File: config.mk
export PLATFORM = sky130hd
export DESIGN_NAME = executeStage
export DESIGN_NICKNAME = d
export VERILOG_FILES = /design/src/hdl/aluPkg.sv /design/src/hdl/isaPkg.sv /design/src/hdl/executeStage.sv /design/src/hdl/flagEval.sv /design/src/hdl/aluControl.sv /design/src/hdl/alu.sv /design/src/hdl/shifter.sv /design/src/hdl/cla4.sv
export SDC_FILE = /design/constraint.sdc
export NUM_CORES = 1
export LEC_CHECK = 0
export ABC_CLOCK_PERIOD_IN_PS = 1000
export BUFFER_PORTS_ARGS = -buffer_cell sky130_fd_sc_hd__buf_4
export CAP_MARGIN = 10
export CORE_MARGIN = 5
export CORE_UTILIZATION = 55
export DETAILED_ROUTE_END_ITERATION = 16
export PLACE_DENSITY = 0.73
export SYNTH_ARGS = -nofsm -noshare
export SYNTH_HDL_FRONTEND = slang
export SYNTH_HIERARCHICAL = 1
export SYNTH_SLANG_ARGS = --single-unit
File: constraint.sdc
create_clock -name clk -period 1 [get_ports clk]
set_input_delay 0.2 -clock clk [delete_from_list [all_inputs] [get_ports clk]]
set_output_delay 0.2 -clock clk [all_outputs]
set_load 0.02 [all_outputs]
File: src/hdl/aluPkg.sv
package aluPkg;

    localparam int dataWidth = 16;
    localparam int msb = dataWidth - 1;  // Sign bit position.

    // ******************************************************************
    // ALU operation codes, shift group in the low half
    // ******************************************************************

    typedef enum logic [2:0] {
        ROL  = 3'd0,
        SLL  = 3'd1,
        ROR  = 3'd2,
        SRL  = 3'd3,
        ADD  = 3'd4,
        ADD2 = 3'd5,   // Same adder path as ADD.
        XOR  = 3'd6,
        AND  = 3'd7
    } aluOpT;

    typedef struct packed {
        aluOpT op;
        logic  invA;   // Invert operand A before use.
        logic  invB;   // Invert operand B after masking.
        logic  cin;    // Carry into the lowest adder.
        logic  sign;   // Signed flags.
        logic  zeroB;  // Force operand B to zero.
    } aluCtrlT;

    typedef struct packed {
        logic ofl;
        logic cout;
        logic zero;    // Result is all zeros.
        logic ltZero;
    } aluFlagsT;

endpackage
File: src/hdl/isaPkg.sv
package isaPkg;

    // ******************************************************************
    // Instruction opcodes seen by the execute stage
    // ******************************************************************

    typedef enum logic [4:0] {
        ADD  = 5'd0,   // A plus B.
        SUB  = 5'd1,   // A minus B.
        XOR  = 5'd2,
        ANDN = 5'd3,   // A and not B.
        ROL  = 5'd4,   // Shift group, amount in B[3:0].
        SLL  = 5'd5,
        ROR  = 5'd6,
        SRL  = 5'd7,
        SEQ  = 5'd8,   // Set group, result is 0 or 1.
        SLT  = 5'd9,
        SLE  = 5'd10,
        SCO  = 5'd11,
        BEQZ = 5'd12,  // Branch group, compares A with zero.
        BNEZ = 5'd13,
        BLTZ = 5'd14,
        BGEZ = 5'd15
    } opcodeT;

    // Immediates are already placed in operandB upstream.
    typedef struct packed {
        opcodeT                          opcode;
        logic [aluPkg::dataWidth-1:0]    operandA;
        logic [aluPkg::dataWidth-1:0]    operandB;
    } instrT;

endpackage

File: src/hdl/executeStage.sv
module executeStage (
    input  logic                         clk,
    input  logic                         arstN,
    input  logic                         inValid,
    input  isaPkg::instrT                instr,
    output logic                         outValid,
    output logic [aluPkg::dataWidth-1:0] result,
    output logic                         branchTaken
);

    aluPkg::aluCtrlT              aluCtrl;
    aluPkg::aluFlagsT             aluFlags;
    logic [aluPkg::dataWidth-1:0] aluOut;
    logic [aluPkg::dataWidth-1:0] evalResult;
    logic                         evalTaken;

    aluControl aluControl0 (
        .instr (instr),
        .ctrl  (aluCtrl)
    );

    alu alu0 (
        .a     (instr.operandA),
        .b     (instr.operandB),
        .ctrl  (aluCtrl),
        .out   (aluOut),
        .flags (aluFlags)
    );

    flagEval flagEval0 (
        .opcode (instr.opcode),
        .aluOut (aluOut),
        .flags  (aluFlags),
        .result (evalResult),
        .taken  (evalTaken)
    );

    // ******************************************************************
    // Output register, one cycle after the strobe
    // ******************************************************************

    always_ff @(posedge clk or negedge arstN) begin
        if (!arstN) begin
            outValid <= 1'b0;
            result <= '0;
            branchTaken <= 1'b0;
        end else begin
            outValid <= inValid;
            if (inValid) begin
                result <= evalResult;       // Held until the next instruction.
                branchTaken <= evalTaken;
            end
        end
    end

endmodule

File: src/hdl/flagEval.sv
module flagEval (
    input  isaPkg::opcodeT               opcode,
    input  logic [aluPkg::dataWidth-1:0] aluOut,
    input  aluPkg::aluFlagsT             flags,
    output logic [aluPkg::dataWidth-1:0] result,
    output logic                         taken
);

    logic lessThan;
    logic setBit;
    logic isSet;

    // Signed A < B holds when the sign of A - B disagrees with overflow.
    assign lessThan = flags.ltZero ^ flags.ofl;

    always_comb begin
        isSet = 1'b1;
        case (opcode)
            isaPkg::SEQ: setBit = flags.zero;
            isaPkg::SLT: setBit = lessThan;
            isaPkg::SLE: setBit = lessThan | flags.zero;
            isaPkg::SCO: setBit = flags.cout;
            default: begin
                setBit = 1'b0;
                isSet = 1'b0;
            end
        endcase
    end

    assign result = isSet ? {{aluPkg::msb{1'b0}}, setBit} : aluOut;

    always_comb begin
        case (opcode)
            isaPkg::BEQZ: taken = flags.zero;
            isaPkg::BNEZ: taken = ~flags.zero;
            isaPkg::BLTZ: taken = flags.ltZero;    // Signed mode, so this is A[15].
            isaPkg::BGEZ: taken = ~flags.ltZero;
            default:      taken = 1'b0;
        endcase
    end

endmodule

File: src/hdl/aluControl.sv
module aluControl (
    input  isaPkg::instrT   instr,
    output aluPkg::aluCtrlT ctrl
);

    always_comb begin
        ctrl.op = aluPkg::ADD;  // Plain add unless the opcode says otherwise.
        ctrl.invA = 1'b0;
        ctrl.invB = 1'b0;
        ctrl.cin = 1'b0;
        ctrl.sign = 1'b1;
        ctrl.zeroB = 1'b0;

        case (instr.opcode)
            // **************************************************************
            // Arithmetic and logic
            // **************************************************************
            isaPkg::ADD: ctrl.op = aluPkg::ADD;
            isaPkg::SUB: begin
                ctrl.invB = 1'b1;  // A + ~B + 1.
                ctrl.cin = 1'b1;
            end
            isaPkg::XOR: ctrl.op = aluPkg::XOR;
            isaPkg::ANDN: begin
                ctrl.op = aluPkg::AND;
                ctrl.invB = 1'b1;
            end

            isaPkg::ROL: ctrl.op = aluPkg::ROL;
            isaPkg::SLL: ctrl.op = aluPkg::SLL;
            isaPkg::ROR: ctrl.op = aluPkg::ROR;
            isaPkg::SRL: ctrl.op = aluPkg::SRL;

            // **************************************************************
            // Compares, read back through the flags
            // **************************************************************
            isaPkg::SEQ,
            isaPkg::SLT,
            isaPkg::SLE: begin
                ctrl.invB = 1'b1;
                ctrl.cin = 1'b1;
            end
            isaPkg::SCO: ctrl.sign = 1'b0;  // Carry out of A + B.

            isaPkg::BEQZ,
            isaPkg::BNEZ,
            isaPkg::BLTZ,
            isaPkg::BGEZ: ctrl.zeroB = 1'b1;  // Result is A itself.

            default: ctrl.op = aluPkg::ADD;
        endcase
    end

endmodule

File: src/hdl/alu.sv
module alu (
    input  logic [aluPkg::dataWidth-1:0] a,
    input  logic [aluPkg::dataWidth-1:0] b,
    input  aluPkg::aluCtrlT              ctrl,
    output logic [aluPkg::dataWidth-1:0] out,
    output aluPkg::aluFlagsT             flags
);

    logic [aluPkg::msb:0] maskedB;
    logic [aluPkg::msb:0] inA;
    logic [aluPkg::msb:0] inB;
    logic [aluPkg::msb:0] shiftOut;
    logic [aluPkg::msb:0] sumOut;
    logic [aluPkg::dataWidth/4:0] carry;

    // ******************************************************************
    // Operand conditioning
    // ******************************************************************

    assign maskedB = ctrl.zeroB ? '0 : b;   // Branches compare A with zero.
    assign inA = ctrl.invA ? ~a : a;
    assign inB = ctrl.invB ? ~maskedB : maskedB;

    shifter shifter0 (
        .in  (inA),
        .cnt (inB[3:0]),
        .op  (ctrl.op[1:0]),
        .out (shiftOut)
    );

    // ******************************************************************
    // Adder, a ripple of lookahead nibbles
    // ******************************************************************

    assign carry[0] = ctrl.cin;

    for (genvar n = 0; n < aluPkg::dataWidth / 4; n++) begin : gNibble
        cla4 cla4i (
            .a    (inA[4*n +: 4]),
            .b    (inB[4*n +: 4]),
            .cin  (carry[n]),
            .sum  (sumOut[4*n +: 4]),
            .cout (carry[n + 1])
        );
    end

    always_comb begin
        case (ctrl.op)
            aluPkg::ROL,
            aluPkg::SLL,
            aluPkg::ROR,
            aluPkg::SRL:  out = shiftOut;
            aluPkg::ADD,
            aluPkg::ADD2: out = sumOut;
            aluPkg::XOR:  out = inA ^ inB;
            default:      out = inA & inB;
        endcase
    end

    // ******************************************************************
    // Flags
    // ******************************************************************

    always_comb begin
        flags.cout = carry[aluPkg::dataWidth/4];
        flags.zero = (out == '0);
        if (ctrl.sign) begin
            flags.ofl = (inA[aluPkg::msb] & inB[aluPkg::msb] & ~sumOut[aluPkg::msb])
                      | (~inA[aluPkg::msb] & ~inB[aluPkg::msb] & sumOut[aluPkg::msb]);
            flags.ltZero = out[aluPkg::msb];
        end else begin
            flags.ofl = carry[aluPkg::dataWidth/4];  // Unsigned overflow is the carry.
            flags.ltZero = 1'b0;
        end
    end

endmodule

File: src/hdl/shifter.sv
module shifter (
    input  logic [aluPkg::dataWidth-1:0] in,
    input  logic [3:0]                   cnt,
    input  logic [1:0]                   op,
    output logic [aluPkg::dataWidth-1:0] out
);

    // Stage k moves the word by 2**k when cnt[k] is set.
    logic [$bits(cnt):0][aluPkg::msb:0] stage;

    assign stage[0] = in;

    for (genvar i = 0; i < $bits(cnt); i++) begin : gStage
        logic [aluPkg::msb:0] cur;
        logic [aluPkg::msb:0] moved;

        assign cur = stage[i];

        always_comb begin
            case (op)
                2'b00: moved = (cur << (1 << i))
                             | (cur >> (aluPkg::dataWidth - (1 << i)));  // Rotate left.
                2'b01: moved = cur << (1 << i);                           // Zero fill.
                2'b10: moved = (cur >> (1 << i))
                             | (cur << (aluPkg::dataWidth - (1 << i)));  // Rotate right.
                default: moved = cur >> (1 << i);                        // Logical right.
            endcase
        end

        assign stage[i + 1] = cnt[i] ? moved : cur;
    end

    assign out = stage[$bits(cnt)];

endmodule

File: src/hdl/cla4.sv
module cla4 (
    input  logic [3:0] a,
    input  logic [3:0] b,
    input  logic       cin,
    output logic [3:0] sum,
    output logic       cout
);

    logic [3:0] g;
    logic [3:0] p;
    logic [4:0] c;

    assign g = a & b;
    assign p = a ^ b;

    // Every carry is formed directly from the block inputs.
    assign c[0] = cin;
    assign c[1] = g[0] | (p[0] & c[0]);
    assign c[2] = g[1] | (p[1] & g[0]) | (p[1] & p[0] & c[0]);
    assign c[3] = g[2] | (p[2] & g[1]) | (p[2] & p[1] & g[0])
                | (p[2] & p[1] & p[0] & c[0]);
    assign c[4] = g[3] | (p[3] & g[2]) | (p[3] & p[2] & g[1])
                | (p[3] & p[2] & p[1] & g[0])
                | (p[3] & p[2] & p[1] & p[0] & c[0]);

    assign sum  = p ^ c[3:0];
    assign cout = c[4];

endmodule

=== Yosys cells after proc, flatten, opt, wreduce, memory -nomap -nowiden ===
Index checks and enable logic that the tools add are counted.

* Flip-flop bits (word level): 18
* Bits in latches: 0
* Bits in writable memories: 0
* ROM bits: 0
* Input bits: 40
* Output and inout port bits: 18
* Word-level logic and storage cells: 195
* Memories: 0

* Add/sub/neg operators: 0
* Multiply operators: 0
* Divide/modulo/power cells: 0
* Order comparisons: 0
* Eq/ne operators: 23
* Shifts and indexed selects: 0
* Multiplexer cells: 21
* Bitwise gates (word level): 138
* Reductions and logical operators: 10

{| class="wikitable"
|+ Operators with widths
! operator !! number
|-
| $pmux 16 s3 || 4
|-
| $mux 16 || 7
|-
| $and 1x1->1 || 68
|-
| $or 1x1->1 || 42
|-
| $eq 5x4->1 const B || 8
|-
| $pmux 16 s2 || 1
|-
| $xor 4x4->4 || 8
|-
| $eq 5x3->1 const B || 4
|-
| $pmux 3 s6 || 1
|-
| $and 16x16->16 || 1
|-
| $and 4x4->4 || 4
|-
| $logic_not 16->1 || 1
|-
| $not 16->16 || 1
|-
| $or 12x16->16 || 1
|-
| $or 14x16->16 || 1
|-
| $or 15x16->16 || 1
|-
| $or 16x1->16 || 1
|-
| $or 16x2->16 || 1
|-
| $or 16x4->16 || 1
|-
| $or 8x16->16 || 1
|-
| $reduce_or 4->1 || 4
|-
| $xor 16x16->16 || 1
|-
| $eq 5x2->1 const B || 2
|-
| $eq 3x3->1 const B || 3
|-
| 13 further kinds || 25
|}

=== Longest topological paths before layout ===
Gate-level depths: netlist (run 1).

* Depth after elaboration: 27
* Gate-level depth with buffers: 26

=== Modules after synthesis ===
The synthesis (run 1) kept the hierarchy.

{| class="wikitable"
|+ By module, submodules not included
! module !! times used !! cells an instance !! area an instance (um^2) !! sequential area each (um^2)
|-
| shifter || 1 || 275 || 1878.1 || 0.0
|-
| alu || 1 || 162 || 1256.2 || 0.0
|-
| executeStage || 1 || 37 || 710.7 || 450.4
|-
| cla4 || 4 || 13 || 132.6 || 0.0
|-
| flagEval || 1 || 27 || 210.2 || 0.0
|-
| aluControl || 1 || 15 || 83.8 || 0.0
|}

=== Least setup slack after synthesis (run 1) ===
No wires, ideal clock.

* Path type: input-to-reg
* From: input port instr[33] (netlist bit)
* To: register branchTaken
* Data arrival time: 5307 ps
* Required time: 875 ps
* Path slack: -4431 ps
* Cell stages on the path: 26
* Cells stage by stage: and3_1 nor4_1 clkbuf_1 xnor2_1 ha_1 a21o_1 a31o_1 a21o_1 a21o_1 a31o_1 a21o_1 a21o_1 a31o_1 a21o_1 a21o_1 a21oi_1 xnor2_1 o21ai_1 o2bb2ai_1 o21ai_0 or4b_1 and4b_1 mux2i_1 xnor2_1 and4b_1 mux2_2

{| class="wikitable"
|+ RTL lines
! item !! line !! source
|-
| start, declared || executeStage.sv:5 || <nowiki>input isaPkg::instrT instr,</nowiki>
|-
| end signal, assigned || executeStage.sv:51 || <nowiki>branchTaken <= evalTaken;</nowiki>
|-
| end, declared || executeStage.sv:8 || <nowiki>output logic branchTaken</nowiki>
|}

==> results of run 1 <==
[cell families after synthesis]
| kind of cell | Yosys count |
|---|---|
| mux | 54 |
| flops | 18 |
| simple gates | 173 |
| xor+xnor | 46 |
| other cells | 1 |
| compound gates | 180 |
| fa+ha+maj | 37 |
| buf+inv | 59 |
[area by class of cell]
cell class / count / share of cell area (%)
repair buffers: 274 / 32.46
flip-flops and latches: 18 / 6.233
clock buffers: 3 / 0.5713
multi-input cells: 491 / 58.29
well taps: 105 / 1.818
inverters: 12 / 0.6233
[cell usage after synthesis (3+ instances only)]
cell type | number | share of area [%]
sky130_fd_sc_hd__a31oi_1 | 5 | 0.67
sky130_fd_sc_hd__a31o_1 | 4 | 0.75
sky130_fd_sc_hd__a21oi_1 | 35 | 3.8
sky130_fd_sc_hd__nor2b_1 | 14 | 1.9
sky130_fd_sc_hd__a211oi_1 | 8 | 1.3
sky130_fd_sc_hd__nor4_1 | 4 | 0.54
sky130_fd_sc_hd__fa_1 | 4 | 1.7
sky130_fd_sc_hd__ha_1 | 33 | 8.8
sky130_fd_sc_hd__o221ai_1 | 4 | 0.75
sky130_fd_sc_hd__buf_2 | 9 | 0.96
sky130_fd_sc_hd__mux2i_1 | 31 | 6.6
sky130_fd_sc_hd__o2bb2ai_1 | 6 | 1.1
sky130_fd_sc_hd__dfrtp_1 | 18 | 9.6
sky130_fd_sc_hd__o22ai_1 | 23 | 3.1
sky130_fd_sc_hd__nand2_1 | 32 | 2.6
sky130_fd_sc_hd__o32ai_1 | 7 | 1.3
sky130_fd_sc_hd__mux2_4 | 10 | 3.2
sky130_fd_sc_hd__inv_1 | 11 | 0.88
sky130_fd_sc_hd__nor3b_1 | 5 | 0.80
sky130_fd_sc_hd__o21a_1 | 6 | 0.96
sky130_fd_sc_hd__nand2b_1 | 30 | 4.0
sky130_fd_sc_hd__buf_6 | 11 | 2.7
sky130_fd_sc_hd__buf_4 | 8 | 1.3
sky130_fd_sc_hd__a2111oi_0 | 3 | 0.56
sky130_fd_sc_hd__a211o_1 | 4 | 0.75
sky130_fd_sc_hd__mux2_2 | 9 | 2.2
sky130_fd_sc_hd__and2b_1 | 7 | 1.1
sky130_fd_sc_hd__a311oi_1 | 5 | 0.94
sky130_fd_sc_hd__clkbuf_1 | 15 | 1.2
sky130_fd_sc_hd__xor2_1 | 24 | 4.5
sky130_fd_sc_hd__o21ai_0 | 17 | 1.8
sky130_fd_sc_hd__a22oi_1 | 3 | 0.48
sky130_fd_sc_hd__nand3_1 | 6 | 0.64
sky130_fd_sc_hd__nor3_1 | 14 | 1.5
sky130_fd_sc_hd__a21o_1 | 15 | 2.4
sky130_fd_sc_hd__or3_1 | 4 | 0.54
sky130_fd_sc_hd__nor2_1 | 37 | 3.0
sky130_fd_sc_hd__xnor2_1 | 22 | 4.1
[final timing paths]
kind / end / slack [ns] / cells after the start
max in group asynchronous: result[13] / 0.42 / 2
worst max register to register: result[14] / 0.02 / 2
min in group asynchronous: result[10] / 0.36 / 2
worst max-delay path: branchTaken / -4.26 / 26
worst min register to register: result[2] / 0.54 / 1
worst min-delay path: outValid / 0.26 / 1
[what timing repair did]
item,CTS,global route
endpoints found under the setup margin,27,35
buffers inserted,17,17
gates resized for setup,67,30
gates cloned,4,0
pin swaps,14,12
hold buffers,1,0
hold endpoints to repair,18,0
[cell usage in the layout, fill, tap and decap left out, types with 4 or more instances in the layout]
cell	n
sky130_fd_sc_hd__buf_6	27
sky130_fd_sc_hd__a211oi_2	5
sky130_fd_sc_hd__ha_1	31
sky130_fd_sc_hd__xnor2_1	18
sky130_fd_sc_hd__nand2b_1	28
sky130_fd_sc_hd__a21oi_1	26
sky130_fd_sc_hd__o22ai_2	5
sky130_fd_sc_hd__or3_1	4
sky130_fd_sc_hd__o32ai_1	6
sky130_fd_sc_hd__nor3b_1	5
sky130_fd_sc_hd__nor2_1	34
sky130_fd_sc_hd__mux2i_1	30
sky130_fd_sc_hd__o21ai_1	6
sky130_fd_sc_hd__o21ai_0	12
sky130_fd_sc_hd__o21a_1	6
sky130_fd_sc_hd__a21o_1	15
sky130_fd_sc_hd__nand3_1	6
sky130_fd_sc_hd__buf_12	5
sky130_fd_sc_hd__nor2b_1	12
sky130_fd_sc_hd__a211o_1	4
sky130_fd_sc_hd__and2b_1	7
sky130_fd_sc_hd__xor2_1	24
sky130_fd_sc_hd__dfrtp_1	18
sky130_fd_sc_hd__a21oi_2	9
sky130_fd_sc_hd__a311oi_2	4
sky130_fd_sc_hd__nor3_1	13
sky130_fd_sc_hd__mux2_2	6
sky130_fd_sc_hd__o221ai_1	4
sky130_fd_sc_hd__o22ai_1	20
sky130_fd_sc_hd__nand2_1	31
sky130_fd_sc_hd__mux2_4	13
sky130_fd_sc_hd__a211oi_1	5
sky130_fd_sc_hd__buf_4	235
sky130_fd_sc_hd__inv_1	11
[report_power, final]
part / switching, µW / internal (µW) / leakage (µW) / total (µW)
clock network: 253 / 269 / 0.0000216 / 522
logic: 4320 / 4520 / 0.00314 / 8850
registers: 206 / 992 / 0.000216 / 1200
total: 4780 / 5780 / 0.00338 / 10600
[state kept, by name, indices dropped and copies added (netlist names)]
register / cells
outValid: 1
result: 16
branchTaken: 1
[per-stage QoR]
step / power (µW) / setup WS (ns)
4_1_cts: 9368 / -3.988
3_3_place_gp: 7743 / -4.182
2_1_floorplan: 5138 / -3.964
6_report: 10560 / -4.256
5_1_grt: 10970 / -4.366
3_5_place_dp: 7993 / -4.449
[worst max-delay path: cells and delay by family]
family,cells,cell delay [ns]
xor gates and xnor gates,2,0.22
and+or+nand+nor,6,1.38
buffers and inverters,3,0.42
adders and majority gates,2,0.67
muxes,2,0.34
AOI/OAI and AO/OA,11,2.15
[metal layers]
metal | up-vias | routed length, µm | GRT usage, %
met5 | - | 9 | 0
met4 | 2 | 1668 | 16.85
met3 | 173 | 2913 | 9.420
met2 | 578 | 9928 | 64.47
met1 | 2820 | 7884 | 49.44
li1 | 2595 | - | -
==> impl_metrics.sql, run 1 <==
INSERT INTO impl_metrics (metric_group, metric, value, unit) VALUES
('logic_synthesis', 'synth_top_family_by_area', 'compound AO/OA/AOI/OAI gates', ''),
('place', 'numPlacedInstances', '862', ''),
('sta', 'min_period', '5.256', 'ns'),
('layout', 'drive_above_1_share', '46.24', '%'),
('status', 'run_status', 'complete, but fails checks', ''),
('layout', 'num_antenna_cells', '0', ''),
('sta', 'setup_viol_count_final', '22', ''),
('status', 'violations_in_the_final_reports', 'setup timing', ''),
('layout', 'utilization', '87.52', '%'),
('sta', 'slew_headroom', '40.14', '%'),
('logic_synthesis', 'synth-xor-area-share', '8.628', '%'),
('layout', 'num-fill-cells', '408', ''),
('worst_setup_path', 'critPathMaxStageDelay', '0.48', 'ns'),
('worst_setup_path', 'worstPathRequired', '1.14', 'ns'),
('layout', 'multi_input_combinational_cell_area', '4213', 'µm²'),
('global_route', 'grt_remaining_overflow', '0', ''),
('power', 'p_leak', '0.003375', 'µW'),
('place', 'place_hpwl', '13750', 'µm'),
('logic_synthesis', 'synthCells', '568', ''),
('logic_synthesis', 'synthSimpleGateAreaFrac', '20.58', '%'),
('drt', 'drt_pre_antenna_iters', '9', ''),
('power', 'max-vdd-ir-drop', '0.9129', 'mV'),
('sta', 'max_slew.worst_pin.slew', '0.8957', 'ns'),
('sta', 'timing.clock.skew', '0', 'ns'),
('logic_synthesis', 'synth_fp_nets', '645', ''),
('sta', 'totalNegativeSetupSlack', '-50.68', 'ns'),
('global_route', 'antenna_violations_before_repair', '1', ''),
('layout', 'num-nets-final', '877', ''),
('worst_setup_path', 'timing_worst_setup_path_type', 'in -> reg', ''),
('global_route', 'global_route_wire_length_before_repair', '31980', 'µm'),
('sta', 'postLayoutSetupSlackWorst', '-4.256', 'ns'),
('logic_synthesis', 'synthesis.yosys.warnings', '6', ''),
('drt', 'detail_route.iter0.violations', '807', ''),
('cts', 'htree_levels', '1', ''),
('layout', 'layout.cell_area.non_filler', '7227', 'µm²'),
('place', 'dpl_cell_area', '6335', 'µm²'),
('floorplanning', 'chipHeight', '102.1', 'µm'),
('floorplanning', 'start_util', '56.55', '%'),
('floorplanning', 'chipWidth', '102.1', 'µm'),
('logic_synthesis', 'yosys_most_used_dff', 'sky130_fd_sc_hd__dfrtp_1', ''),
('logic_synthesis', 'synth.yosys.seq_area_share', '9.646', '%'),
('sta', 'hold_viol_final', '0', ''),
('sta', 'finalCritPeriodShare', '525.6', '%'),
('logic_synthesis', 'synth_compound_gate_area_share', '28.05', '%'),
('worst_setup_path', 'critPathMaxFanout', '4', ''),
('cts', 'cts_tree', 'done', ''),
('layout', 'area_growth', '54.77', '%'),
('hold_path', 'hold_path.class', 'in -> reg', ''),
('cts', 'cts_buffer_depth', '2', ''),
('sta', 'final_max_slew_viol_count', '0', ''),
('global_route', 'first_global_vias', '6085', ''),
('sta', 'achievable-frequency', '190.3', 'MHz'),
('cts', 'clk_pin_slew', '0.07', 'ns'),
('place', 'placement.io_buffers', '57', ''),
('worst_setup_path', 'cp-start-kind', 'primary input', ''),
('place', 'gp_congestion', '0.9823', ''),
('worst_setup_path', 'cp-startpoint', 'instr[33]', ''),
('cts', 'cts.sinks', '18', ''),
('logic_synthesis', 'synth.avg_cell_area', '8.221', 'µm²'),
('floorplanning', 'io-pin-count', '58', ''),
('cts', 'numCtsBuffers', '3', ''),
('drt', 'wl_per_cell', '24.81', 'µm'),
('floorplanning', 'placement_rows', '33', ''),
('drt', 'vias_per_cell', '6.831', ''),
('run', 'max_cap_viol_count', '0', ''),
('floorplanning', 'coreArea', '8258', 'µm²'),
('worst_setup_path', 'crit_top_cell', 'sky130_fd_sc_hd__a21o_1', ''),
('drt', 'vias', '6168', ''),
('logic_synthesis', 'synthArstFlopShare', '100.0', '%'),
('sta', 'rsz0062_at_grt', 'yes', ''),
('floorplanning', 'die-area', '10430', 'µm²');
Power figures use the tool's default switching activity.
==> run 2, diff against run 1 <==
--- a/config.mk
+++ b/config.mk
@@ -9,9 +9,9 @@
 export BUFFER_PORTS_ARGS = -buffer_cell sky130_fd_sc_hd__buf_4
 export CAP_MARGIN = 10
 export CORE_MARGIN = 5
-export CORE_UTILIZATION = 55
+export CORE_UTILIZATION = 30
 export DETAILED_ROUTE_END_ITERATION = 16
-export PLACE_DENSITY = 0.73
+export PLACE_DENSITY = 0.44
 export SYNTH_ARGS = -nofsm -noshare
 export SYNTH_HDL_FRONTEND = slang
 export SYNTH_HIERARCHICAL = 1
==> run 2 against run 1 <==
Effect of this change: the run still ends with setup timing left; non-clock buffer count decreased by 2; critical path depth unchanged; fmax increased by 4.3%; critical endpoint unchanged.
==> impl_metrics.sql, run 2 (synthesis gave the netlist of run 1 again) <==
INSERT INTO impl_metrics (metric_group, metric, value, unit) VALUES
('status', 'run_status', 'complete, but fails checks', ''),
('cts', 'cts_tree', 'done', ''),
('drt', 'detail_route.iter0.violations', '339', ''),
('power', 'p_sw_share', '41.21', '%'),
('layout', 'largest_register_ff_count', '16', ''),
('sta', 'max_slew.worst_pin.slew', '1.037', 'ns'),
('cts', 'numCtsBuffers', '3', ''),
('run', 'max_cap_viol_count', '0', ''),
('power', 'pwr_density_cell', '1415', 'nW/µm²'),
('status', 'violations_in_the_final_reports', 'setup timing', ''),
('layout', 'num-nets-final', '875', ''),
('worst_setup_path', 'cp-start-kind', 'primary input', ''),
('power', 'pwr-share-seq', '11.0', '%'),
('floorplanning', 'die-area', '18160', 'µm²'),
('worst_setup_path', 'critical-path-slowest-cell', 'sky130_fd_sc_hd__fa_2', ''),
('hold_path', 'hold_path_depth', '1', ''),
('sta', 'slew_headroom', '29.08', '%'),
('sta', 'achievable-frequency', '198.4', 'MHz'),
('layout', 'largestRegisters', 'result x16, branchTaken x1, outValid x1', ''),
('cts', 'clk_pin_slew', '0.05', 'ns'),
('sta', 'postLayoutSetupSlackWorst', '-4.041', 'ns'),
('floorplanning', 'start_util', '30.60', '%'),
('hold_path', 'hold_start', 'inValid', ''),
('sta', 'timing.clock.skew', '0', 'ns'),
('global_route', 'global_route_wire_length_before_repair', '29480', 'µm'),
('layout', 'final_common_cell', 'sky130_fd_sc_hd__buf_4', ''),
('drt', 'drt.antenna.violating_nets', '0', ''),
('power', 'power.clock.fraction', '7.4', '%'),
('layout', 'num_antenna_cells', '0', ''),
('power', 'comb_power_share', '81.7', '%'),
('global_route', 'antenna_violations_before_repair', '0', ''),
('worst_setup_path', 'crit_top_cell', 'sky130_fd_sc_hd__a21o_1', ''),
('layout', 'register_with_the_most_flip_flops', 'result', ''),
('drt', 'vias', '5513', ''),
('global_route', 'first_global_vias', '5390', ''),
('place', 'place_hpwl', '13990', 'µm'),
('sta', 'min_period', '5.041', 'ns'),
('drt', 'detailed_route_drc_error_count', '0', ''),
('sta', 'finalCritPeriodShare', '504.1', '%'),
('power', 'max-vdd-ir-drop', '0.6142', 'mV'),
('worst_setup_path', 'worst_r2r_start', 'result[15]', ''),
('global_route', 'grt_remaining_overflow', '0', ''),
('power', 'p_leak', '0.003458', 'µW'),
('drt', 'top_signal_layer_used', 'met4', ''),
('floorplanning', 'coreArea', '15260', 'µm²'),
('worst_setup_path', 'worst_r2r_endpoint', 'result[15]', ''),
('worst_setup_path', 'ff2ff_setup_slack', '0.10', 'ns'),
('drt', 'wl_per_cell', '19.22', 'µm'),
('worst_setup_path', 'r2r.worst_path.cells', '2', ''),
('drt', 'vias_per_cell', '5.475', ''),
('floorplanning', 'chipWidth', '134.8', 'µm'),
('cts', 'insertion_delay', '0.25', 'ns'),
('drt', 'wl_met3', '1217', 'µm'),
('worst_setup_path', 'critical-path-top-delay-family', 'compound AO/OA/AOI/OAI gates', ''),
('drt', 'wl_met2', '8885', 'µm'),
('drt', 'drt_pre_antenna_iters', '5', ''),
('floorplanning', 'chipHeight', '134.8', 'µm'),
('worst_setup_path', 'timing_worst_setup_path_type', 'in -> reg', ''),
('layout', 'area_growth', '64.20', '%'),
('layout', 'layout.cells.most_common_list', 'sky130_fd_sc_hd__buf_4 (219), sky130_fd_sc_hd__nor2_1 (34), sky130_fd_sc_hd__buf_6 (33), sky130_fd_sc_hd__ha_1 (31), sky130_fd_sc_hd__nand2_1 (31)', ''),
('drt', 'met1_length', '8744', 'µm'),
('place', 'gp_congestion', '0.9514', ''),
('cts', 'htree_levels', '1', ''),
('hold_path', 'end_of_the_worst_hold_path', 'outValid', ''),
('cts', 'root_buffer', 'sky130_fd_sc_hd__clkbuf_16', ''),
('sta', 'final_max_slew_viol_count', '0', ''),
('worst_setup_path', 'worst_setup_path_end_kind', 'flop', ''),
('power', 'p_int', '6379', 'µW'),
('worst_setup_path', 'timing.critical_path.arrival', '5.18', 'ns'),
('cts', 'cts.sinks', '18', ''),
('layout', 'num-fill-cells', '1463', ''),
('drt', 'final_wl', '19350', 'µm'),
('floorplanning', 'io-pin-count', '58', ''),
('layout', 'utilization', '50.25', '%'),
('power', 'p_sw', '4471', 'µW'),
('worst_setup_path', 'cp-startpoint', 'instr[33]', ''),
('sta', 'rsz0062_at_grt', 'yes', ''),
('cts', 'cts_buffer_depth', '2', ''),
('sta', 'hold_viol_final', '0', ''),
('worst_setup_path', 'cp_num_buf_inv', '3', ''),
('global_route', 'groute.usage.overall', '20.17', '%'),
('place', 'placement.io_buffers', '57', ''),
('global_route', 'maximum_number_of_pins_on_one_net_before_global_route_repair', '45', ''),
('sta', 'setup_viol_count_final', '17', ''),
('floorplanning', 'placement_rows', '45', ''),
('worst_setup_path', 'critPathMaxStageDelay', '0.41', 'ns'),
('layout', 'drive_above_1_share', '49.25', '%'),
('hold_path', 'hold_path.class', 'in -> reg', ''),
('worst_setup_path', 'worstPathRequired', '1.14', 'ns'),
('worst_setup_path', 'critPathMaxFanout', '4', ''),
('power', 'design_power_total', '10850', 'µW');
[run 2: metal layers]
| layer | vias up | global-route usage, % |
|---|---|---|
| li1 | 2589 | - |
| met1 | 2680 | 29.40 |
| met2 | 208 | 31.77 |
| met3 | 36 | 2.534 |
| met4 | 0 | 4.468 |
| met5 | - | 0 |
[run 2: layout make-up]
type,count,area [µm²],share of cell area [%]
Clock buffer,3,75.07,0.9791
Sequential cell,18,450.4,5.875
Timing Repair Buffer,272,2451,31.97
Multi-Input combinational cell,491,4382,57.15
Tap cell,211,264.0,3.443
Inverter,12,45.04,0.5875
[run 2: how the worst max path moves through the flow]
| stage | depth (start not counted) | to | slack (ns) |
|---|---|---|---|
| global route | 29 | result[0] | -4.30 |
| detailed placement | 26 | branchTaken | -4.33 |
| global placement | 27 | branchTaken | -4.28 |
| floorplan | 26 | branchTaken | -3.96 |
| finish | 26 | branchTaken | -4.04 |
| CTS | 25 | branchTaken | -3.95 |
[run 2: power groups by stage]
| stage | logic, µW | registers, µW | clock network (µW) |
|---|---|---|---|
| floorplan | 3680 | 1460 | 0 |
| global placement | 6790 | 1140 | 0 |
| detailed placement | 6820 | 1150 | 0 |
| CTS | 7870 | 1150 | 823 |
| global route | 9450 | 1220 | 859 |
| finish | 8860 | 1190 | 798 |
[run 2: metrics by stage]
step	setup slack, ns	TNS, ns	area, µm²	hold WS, ns	cells
2_1_floorplan	-3.964	-44.03	4737	-0.09559	568
3_3_place_gp	-4.283	-53.79	6410	0.07549	957
3_5_place_dp	-4.332	-54.08	6410	0.08358	957
4_1_cts	-3.952	-47.24	7132	0.2319	987
5_1_grt	-4.303	-51.90	7667	0.2380	1007
6_report	-4.041	-48.89	7667	0.2357	1007
[run 2: repair_timing]
item | CTS | global route
setup buffers | 24 | 19
endpoints found under the setup margin | 22 | 33
resized for setup | 74 | 74
hold buffers | 1 | 0
endpoints found under the hold margin | 18 | 0
gates cloned | 4 | 2
pin swaps | 20 | 32
